`config.mk`:
```
export PLATFORM = sky130hd
export DESIGN_NAME = spi_master_top
export DESIGN_NICKNAME = d
export VERILOG_FILES = /design/src/rtl/spi_pkg.sv /design/src/rtl/spi_phase_if.sv /design/src/rtl/setting_reg.sv /design/src/rtl/simple_spi_core.sv /design/src/rtl/spi_master_top.sv /design/src/rtl/spi_sclk_timer.sv /design/src/rtl/spi_shift_engine.sv
export SDC_FILE = /design/constraint.sdc
export NUM_CORES = 1
export LEC_CHECK = 0
export ABC_CLOCK_PERIOD_IN_PS = 5200
export BUFFER_PORTS_ARGS = -buffer_cell sky130_fd_sc_hd__buf_2
export CAP_MARGIN = 20
export CORE_ASPECT_RATIO = 1.4
export CORE_MARGIN = 4
export CORE_UTILIZATION = 26
export DETAILED_ROUTE_END_ITERATION = 6
export PLACE_DENSITY = 0.44
export SLEW_MARGIN = 0
export SYNTH_ARGS = -nofsm -noshare
export SYNTH_HDL_FRONTEND = slang
export SYNTH_SLANG_ARGS = --single-unit
```
`constraint.sdc`:
```
create_clock -name clock -period 5.2 [get_ports clock]
set_clock_uncertainty 0.1 [all_clocks]
set_input_delay 0.52 -clock clock [delete_from_list [all_inputs] [get_ports clock]]
set_output_delay 0.52 -clock clock [all_outputs]
set_load 0.02 [all_outputs]
```
`src/rtl/spi_pkg.sv`:
```
// ~~~~~~~~~~~~~~~~~~~~
// register map and shared types of the SPI master, offsets are relative to the core base
// ~~~~~~~~~~~~~~~~~~~~
`default_nettype none

package spi_pkg;

    // register offsets from the base address
    localparam logic [7:0] spi_addr_divider = 8'd0;
    localparam logic [7:0] spi_addr_config  = 8'd1;
    localparam logic [7:0] spi_addr_data    = 8'd2;

    // field widths
    localparam int spi_divider_w = 16;
    localparam int spi_data_w    = 32;
    localparam int spi_bitcnt_w  = 7;

    // configuration word as written to base+1
    // num_bits runs 1 to 32, bit 0 of slave_select is slave 0
    typedef struct packed {
        logic        dataout_edge;
        logic        datain_edge;
        logic [5:0]  num_bits;
        logic [23:0] slave_select;
    } spi_config_t;

    // transfer sequencer states
    typedef enum logic [2:0] {
        wait_trig = 3'd0,
        pre_idle  = 3'd1,
        clk_reg   = 3'd2,
        clk_inv   = 3'd3,
        post_idle = 3'd4,
        idle_sen  = 3'd5
    } spi_state_t;

endpackage

`default_nettype wire

```
`src/rtl/spi_phase_if.sv`:
```
// ~~~~~~~~~~~~~~~~~~~~
// half-period events from the sequencer, valid for one clock cycle each
// ~~~~~~~~~~~~~~~~~~~~
`timescale 1ns/1ps
`default_nettype none

interface spi_phase_if;

    // copy the transmit word into the shift register
    logic load;
    // last cycle of a clock half period
    logic half_done;
    // high while in the clk_reg half, low in clk_inv
    logic first_half;
    // restart the bit count
    logic clear;
    // bit count has reached num_bits
    logic last_bit;

    // transfer FSM side
    modport sequencer (
        output load,
        output half_done,
        output first_half,
        output clear,
        input  last_bit
    );

    // shift register side
    modport engine (
        input  load,
        input  half_done,
        input  first_half,
        input  clear,
        output last_bit
    );

endinterface

`default_nettype wire

```
`src/rtl/setting_reg.sv`:
```
// ~~~~~~~~~~~~~~~~~~~~
// payload takes the low bits of set_data, changed follows the write by one cycle
// ~~~~~~~~~~~~~~~~~~~~
`timescale 1ns/1ps
`default_nettype none

module setting_reg #(
    parameter logic [7:0] my_addr = 8'd0,
    parameter type payload_t = logic [spi_pkg::spi_data_w-1:0]
) (
    input  wire logic                          clock,
    input  wire logic                          reset,
    input  wire logic                          set_stb,
    input  wire logic [7:0]                    set_addr,
    input  wire logic [spi_pkg::spi_data_w-1:0] set_data,
    output payload_t                           out,
    output logic                               changed
);

    // this register is the target of the current bus cycle
    logic hit;
    assign hit = set_stb && (set_addr == my_addr);

    always_ff @(posedge clock) begin
        if (reset) begin
            out     <= '0;
            changed <= 1'b0;
        end else begin
            // pulse for exactly one cycle per write
            changed <= hit;
            if (hit) begin
                out <= payload_t'(set_data[$bits(payload_t)-1:0]);
            end
        end
    end

endmodule

`default_nettype wire

```
`src/rtl/simple_spi_core.sv`:
```
// ~~~~~~~~~~~~~~~~~~~~
// one transfer at a time, data writes while ready is low are dropped, num_sen is at most 24
// ~~~~~~~~~~~~~~~~~~~~
`timescale 1ns/1ps
`default_nettype none

module simple_spi_core #(
    parameter logic [7:0]  base     = 8'd0,
    parameter int          num_sen  = 8,
    parameter logic        clk_idle = 1'b0,
    parameter logic [23:0] sen_idle = 24'hff_ffff
) (
    input  wire logic                          clock,
    input  wire logic                          reset,
    input  wire logic                          set_stb,
    input  wire logic [7:0]                    set_addr,
    input  wire logic [spi_pkg::spi_data_w-1:0] set_data,
    output logic [spi_pkg::spi_data_w-1:0]     readback,
    output logic                               ready,
    output logic [num_sen-1:0]                 sen,
    output logic                               sclk,
    output logic                               mosi,
    input  wire logic                          miso
);

    import spi_pkg::*;

    logic [spi_divider_w-1:0] divider;
    spi_config_t              cfg;
    logic [spi_data_w-1:0]    tx_word;
    logic                     trigger;
    logic                     tick;
    spi_state_t               state;
    logic [23:0]              sen_full;

    spi_phase_if phase ();

    // base+0 sclk divider
    setting_reg #(
        .my_addr   (8'(base + spi_addr_divider)),
        .payload_t (logic [spi_divider_w-1:0])
    ) divider_reg (
        .clock, .reset, .set_stb, .set_addr, .set_data,
        .out     (divider),
        .changed ()
    );

    // base+1 selects, bit count and edges
    setting_reg #(
        .my_addr   (8'(base + spi_addr_config)),
        .payload_t (spi_config_t)
    ) config_reg (
        .clock, .reset, .set_stb, .set_addr, .set_data,
        .out     (cfg),
        .changed ()
    );

    // base+2 transmit word, the write itself is the trigger
    setting_reg #(
        .my_addr   (8'(base + spi_addr_data)),
        .payload_t (logic [spi_data_w-1:0])
    ) data_reg (
        .clock, .reset, .set_stb, .set_addr, .set_data,
        .out     (tx_word),
        .changed (trigger)
    );

    spi_sclk_timer timer (
        .clock, .reset,
        .run     (state != wait_trig),
        .divider (divider),
        .tick    (tick)
    );

    spi_shift_engine #(.clk_idle(clk_idle)) engine (
        .clock, .phase, .cfg, .tx_word, .miso, .mosi,
        .rx_word (readback)
    );

    // phase events toward the shift engine
    assign phase.load       = (state == wait_trig);
    assign phase.clear      = (state == wait_trig);
    assign phase.first_half = (state == clk_reg);
    assign phase.half_done  = tick && ((state == clk_reg) || (state == clk_inv));

    always_ff @(posedge clock) begin
        if (reset) begin
            state <= wait_trig;
            ready <= 1'b0;
            sclk  <= clk_idle;
        end else begin
            case (state)
                wait_trig: begin
                    // ready drops on the same edge the transfer starts
                    if (trigger) state <= pre_idle;
                    ready <= ~trigger;
                    sclk  <= clk_idle;
                end
                pre_idle: begin
                    if (tick) state <= clk_reg;
                    sclk <= clk_idle;
                end
                clk_reg: begin
                    // leave idle level at the end of this half
                    if (tick) begin
                        state <= clk_inv;
                        sclk  <= ~clk_idle;
                    end
                end
                clk_inv: begin
                    if (tick) begin
                        state <= phase.last_bit ? post_idle : clk_reg;
                        sclk  <= clk_idle;
                    end
                end
                post_idle: begin
                    if (tick) state <= idle_sen;
                    sclk <= clk_idle;
                end
                idle_sen: begin
                    // selects already back at idle here
                    if (tick) state <= wait_trig;
                    sclk <= clk_idle;
                end
                default: state <= wait_trig;
            endcase
        end
    end

    // selected lines flip away from idle from pre_idle through post_idle
    assign sen_full = ((state == wait_trig) || (state == idle_sen)) ?
                      sen_idle : (sen_idle ^ cfg.slave_select);

    always_ff @(posedge clock) begin
        if (reset) begin
            sen <= sen_idle[num_sen-1:0];
        end else begin
            sen <= sen_full[num_sen-1:0];
        end
    end

endmodule

`default_nettype wire

```
`src/rtl/spi_master_top.sv`:
```
// ~~~~~~~~~~~~~~~~~~~~
// eight active-low selects, sclk idles low, registers at base 0
// ~~~~~~~~~~~~~~~~~~~~
`timescale 1ns/1ps
`default_nettype none

module spi_master_top (
    input  wire logic                          clock,
    input  wire logic                          reset,
    input  wire logic                          set_stb,
    input  wire logic [7:0]                    set_addr,
    input  wire logic [spi_pkg::spi_data_w-1:0] set_data,
    output logic [spi_pkg::spi_data_w-1:0]     readback,
    output logic                               ready,
    output logic [7:0]                         sen,
    output logic                               sclk,
    output logic                               mosi,
    input  wire logic                          miso
);

    // mode 0 style idle levels, the edges come from the config register
    simple_spi_core #(
        .base     (8'd0),
        .num_sen  (8),
        .clk_idle (1'b0),
        .sen_idle (24'hff_ffff)
    ) spi_core (
        .clock, .reset,
        .set_stb, .set_addr, .set_data,
        .readback, .ready,
        .sen, .sclk, .mosi, .miso
    );

endmodule

`default_nettype wire

```
`src/rtl/spi_sclk_timer.sv`:
```
// ~~~~~~~~~~~~~~~~~~~~
// a half period is divider+1 cycles, the count stays at 0 while run is low
// ~~~~~~~~~~~~~~~~~~~~
`timescale 1ns/1ps
`default_nettype none

module spi_sclk_timer (
    input  wire logic                             clock,
    input  wire logic                             reset,
    input  wire logic                             run,
    input  wire logic [spi_pkg::spi_divider_w-1:0] divider,
    output logic                                  tick
);

    logic [spi_pkg::spi_divider_w-1:0] count;

    // top of the count, only meaningful while running
    assign tick = run && (count == divider);

    always_ff @(posedge clock) begin
        if (reset) begin
            count <= '0;
        end else if (!run) begin
            // idle, so the first state after the trigger starts from a clean count
            count <= '0;
        end else if (tick) begin
            // wrap for the next half period
            count <= '0;
        end else begin
            count <= count + 1'b1;
        end
    end

endmodule

`default_nettype wire

```
`src/rtl/spi_shift_engine.sv`:
```
// ~~~~~~~~~~~~~~~~~~~~
// MSB first out, received bits enter at bit 0, clk_idle must match the core's sclk idle level
// ~~~~~~~~~~~~~~~~~~~~
`timescale 1ns/1ps
`default_nettype none

module spi_shift_engine #(
    parameter logic clk_idle = 1'b0
) (
    input  wire logic                          clock,
    spi_phase_if.engine                        phase,
    input  wire spi_pkg::spi_config_t          cfg,
    input  wire logic [spi_pkg::spi_data_w-1:0] tx_word,
    input  wire logic                          miso,
    output logic                               mosi,
    output logic [spi_pkg::spi_data_w-1:0]     rx_word
);

    import spi_pkg::*;

    logic [spi_data_w-1:0]   tx_reg;
    logic [spi_data_w-1:0]   rx_reg;
    logic [spi_bitcnt_w-1:0] bit_cnt;
    logic [spi_bitcnt_w-1:0] bit_cnt_next;

    // edge field equal to the idle level means the second half (clk_inv)
    logic in_on_first;
    logic out_on_first;
    logic capture_now;
    logic launch_now;

    assign bit_cnt_next = bit_cnt + 1'b1;
    assign phase.last_bit = (bit_cnt_next == spi_bitcnt_w'(cfg.num_bits));

    assign in_on_first  = (cfg.datain_edge != clk_idle);
    assign out_on_first = (cfg.dataout_edge != clk_idle);

    // sample miso once per bit at the chosen half
    assign capture_now = phase.half_done && (phase.first_half == in_on_first);

    // no shift before the first bit, bit 31 is already on mosi
    // and no shift after the last bit in the second half
    always_comb begin
        launch_now = 1'b0;
        if (phase.half_done) begin
            if (phase.first_half) begin
                launch_now = out_on_first && (bit_cnt != '0);
            end else begin
                launch_now = !out_on_first && !phase.last_bit;
            end
        end
    end

    // bit counter, one count per full sclk period
    always_ff @(posedge clock) begin
        if (phase.clear) begin
            bit_cnt <= '0;
        end else if (phase.half_done && !phase.first_half) begin
            bit_cnt <= bit_cnt_next;
        end
    end

    // transmit shifter
    always_ff @(posedge clock) begin
        if (phase.load) begin
            tx_reg <= tx_word;
        end else if (launch_now) begin
            tx_reg <= {tx_reg[spi_data_w-2:0], 1'b0};
        end
    end

    // receive shifter, older bits move up
    always_ff @(posedge clock) begin
        if (capture_now) begin
            rx_reg <= {rx_reg[spi_data_w-2:0], miso};
        end
    end

    assign mosi    = tx_reg[spi_data_w-1];
    assign rx_word = rx_reg;

endmodule

`default_nettype wire
```
==> metrics.csv <==
stage,metric,value,unit
sta,period utilization,53.7,%
placement,Port-buffer cells,86,
setup_path,Crit Path Class,flip-flop to flip-flop,
setup_path,CP max FO,32,
routing,routed vias,4512,
sta,"Slew Viols, Final",0,
final_layout,Area Overhead vs Synth,21.5,%
logic_synthesis,Post-synth EDFFs,64,
pwr,"Power, Total",2.84,mW
routing,DR iter-0 viols,178,
placement,GPL Wtd Cong,0.791,
worst_hold_path,Hold Startpoint,miso,
logic_synthesis,"FF+latch count, synth",165,
clock_network,cts repair resizes,0,
sta,Highest Clock Rate,0.358,GHz
logic_synthesis,cells after synthesis,632,
sta,Slew HR,43.2,%
sta,WHS,184,ps
setup_path,CP Launch Type,flip-flop,
clock_network,H-tree depth,4,
floorplanning,Initial Utilization,26.6,%
pwr,Pwr Density,363,mW/mm^2
worst_hold_path,Hold Crit Class,input pin to flip-flop,
placement,Final HPWL DP,10.2,mm
floorplanning,I/O pin cnt,87,
logic_synthesis,syn avg cell area,10.2,sq um
setup_path,CP peak stage delay,440,ps
final_layout,Util after Layout,32.4,%
logic_synthesis,Mapped Nets,679,
sta,Setup Viol. Count Final,0,
logic_synthesis,Synth Flop Type,dfxtp_1,
clock_network,clk sinks,165,
sta,sum of negative setup slack,0,ps
global_routing,antenna violations before repair,0,
clock_network,Root Driver,clkbuf_16,
routing,drt total wl,14.9,mm
routing,Routed WL per cell,14.4,um
pwr,leakage power,3.07,nW
routing,# DRC,0,
floorplanning,full die area,0.0274,sq mm
routing,Final ANT Viol Nets,0,
sta,unrepaired setup endpoints after global routing,no,
clock_network,Num CTS Buffers,17,
routing,Routed met2 length,7.49,mm
setup_path,RR Startpoint,spi_core.engine.bit_cnt[0],
worst_hold_path,hold path cells,1,
logic_synthesis,Netlist cell types,45,
run_status,status,"finished, final reports clean",
final_layout,fill cell count,2560,
clock_network,Post-CTS Hold Buffers,0,
final_layout,Final nets,757,
floorplanning,row cnt,67,
pwr,worst vdd ir,232,uV
global_routing,first-pass GRT wire length,23.9,mm
final_layout,layout cell share with drive strength beyond 1,18.4,%
setup_path,r2r worst-path depth,7,
setup_path,Critical Path Sink Type,flip-flop,
sta,"Hold Vio Cnt, Final",0,
floorplanning,Die W,141,um
routing,WL met3,530,um
setup_path,Worst Setup SP,spi_core.engine.bit_cnt[0],
setup_path,critical-path cell list,ha_1 -> nand3_1 -> or3_1 -> o2111ai_1 -> nor2_1 -> o32ai_4 -> buf_4,
final_layout,antenna cells,0,
clock_network,CTS tree,yes,
floorplanning,Core ar.,0.0241,sq mm
global_routing,gr usage total,11.0,%
logic_synthesis,Synth Cell Area,0.00643,sq mm
floorplanning,die height,194,um
sta,Worst-Margin Slew,850,ps
routing,Top Metal Used,met4,
setup_path,critical path's slowest cell,dfxtp_1,
global_routing,largest net degree at the start of global routing,71,
logic_synthesis,YS warnings,0,
global_routing,vias in the first global route,4562,
setup_path,crit path DAT,2760,ps
global_routing,Overflow after GRT,0,
routing,TritonRoute pass-1 iters,4,
clock_network,clk buf depth,2,
clock_network,clock-pin slew on the worst setup and hold paths,60,ps
logic_synthesis,"FFs w/ async S/R, synth",0,%
logic_synthesis,post-synthesis sequential area ratio,61.3,%
setup_path,Required @ worst endpoint,5170,ps
sta,"Min Clock Period, post-route",2790,ps
clock_network,Post CTS Setup Buffer Count,0,
clock_network,clk_lat worst skew,420,ps
routing,M1 wire length,6.67,mm
routing,Vias per Instance,4.37,
run,Maximum Capacitance Violations,0,
## logic make-up (layout without fill, tap and decap cells)
group,count (synthesis),count (layout),synth area share [%]
AOI/OAI and AO/OA,65,65,6.17
buffers and inverters,41,132,2.72
adders and majority gates,3,3,0.584
xor gates and xnor gates,37,37,5.27
and+or+nand+nor,288,288,18.8
DFF,165,165,61.3
muxes,33,33,5.14
## metal layers
| layer | vias up | GRT usage (%) |
|---|---|---|
| li1 | 2291 | - |
| met1 | 2141 | 13.5 |
| met2 | 71 | 18.6 |
| met3 | 9 | 3.11 |
| met4 | 0 | 3.77 |
| met5 | - | 0 |
## cell usage in the layout (no fill, tap or decap), types with 3 or more instances in the layout
| cell | synthesis | routed |
|---|---|---|
| xnor2_1 | 23 | 23 |
| ha_1 | 3 | 3 |
| dfxtp_1 | 101 | 101 |
| nor2_1 | 60 | 59 |
| clkbuf_1 | 23 | 4 |
| clkbuf_16 | 0 | 22 |
| nand3_1 | 9 | 9 |
| o21ai_0 | 5 | 5 |
| nand4_1 | 8 | 8 |
| inv_1 | 7 | 7 |
| buf_4 | 0 | 7 |
| o31ai_1 | 3 | 3 |
| nor3_1 | 3 | 3 |
| nand2_1 | 181 | 181 |
| edfxtp_1 | 64 | 64 |
| a31oi_1 | 4 | 4 |
| a41o_1 | 3 | 3 |
| nor4_1 | 5 | 4 |
| and3_1 | 5 | 5 |
| buf_2 | 3 | 86 |
| a21oi_1 | 38 | 38 |
| a211oi_1 | 3 | 3 |
| xor2_1 | 12 | 12 |
| mux2i_1 | 33 | 33 |
## worst paths after layout
check | to | slack, ps
worst max-delay path | spi_core.engine.tx_reg[19] | 2410
worst min register to register | spi_core.sen[5] | 290
worst min-delay path | spi_core.engine.rx_word[0] | 180
worst max register to register | spi_core.engine.tx_reg[19] | 2410
## power breakdown
part           switching, mW  total (mW)  leakage (nW)  internal (mW)
clock network          0.494        1.28         0.308          0.788
registers             0.0178        1.42          1.47           1.40
logic                 0.0977       0.133          1.29         0.0358
total                  0.609        2.84          3.07           2.23
## cell type report
| class | instances | area (sq um) | share of cell area [%] |
|---|---|---|---|
| clock buffers | 29 | 601 | 7.69 |
| clock inverters | 3 | 20.0 | 0.256 |
| multi-input cells | 426 | 2350 | 30.1 |
| inverters | 7 | 26.3 | 0.336 |
| well taps | 310 | 388 | 4.96 |
| repair buffers | 93 | 483 | 6.18 |
| flip-flops and latches | 165 | 3940 | 50.5 |
## cell usage after synthesis, types with 2 or more instances
library cell	n	area, sq um
nand2_1	181	679
dfxtp_1	101	2020
edfxtp_1	64	1920
nor2_1	60	225
a21oi_1	38	190
mux2i_1	33	330
clkbuf_1	23	86.3
xnor2_1	23	201
xor2_1	12	105
nand3_1	9	45.0
nand4_1	8	50.1
inv_1	7	26.3
and3_1	5	31.3
nor4_1	5	31.3
o21ai_0	5	25.0
a31oi_1	4	25.0
buf_1	4	15.0
a211oi_1	3	22.5
a41o_1	3	30.0
buf_2	3	15.0
ha_1	3	37.5
nor3_1	3	15.0
o31ai_1	3	22.5
a2111oi_0	2	17.5
buf_6	2	22.5
clkbuf_2	2	10.0
nand2b_1	2	12.5
nand3b_1	2	15.0
nor3b_1	2	15.0
o311ai_0	2	17.5
or3_1	2	12.5
or3b_2	2	17.5
xnor2_2	2	32.5
## worst max-delay path: cells and delay by family, from the launching register on
family | cells | cell delay [ps]
AOI/OAI and AO/OA | 2 | 400
adders and majority gates | 1 | 330
buffers and inverters | 1 | 420
DFF | 1 | 440
and+or+nand+nor | 3 | 750
## metrics by stage
step | setup slack [ps] | instance area, sq um | instances
5_1_grt | 2230 | 7810 | 1033
4_1_cts | 2380 | 7810 | 1033
6_report | 2410 | 7810 | 1033
2_1_floorplan | 548 | 6430 | 632
3_3_place_gp | 2470 | 7190 | 1001
3_5_place_dp | 2420 | 7190 | 1001
Note: power is estimated with default switching activity, not from simulation.
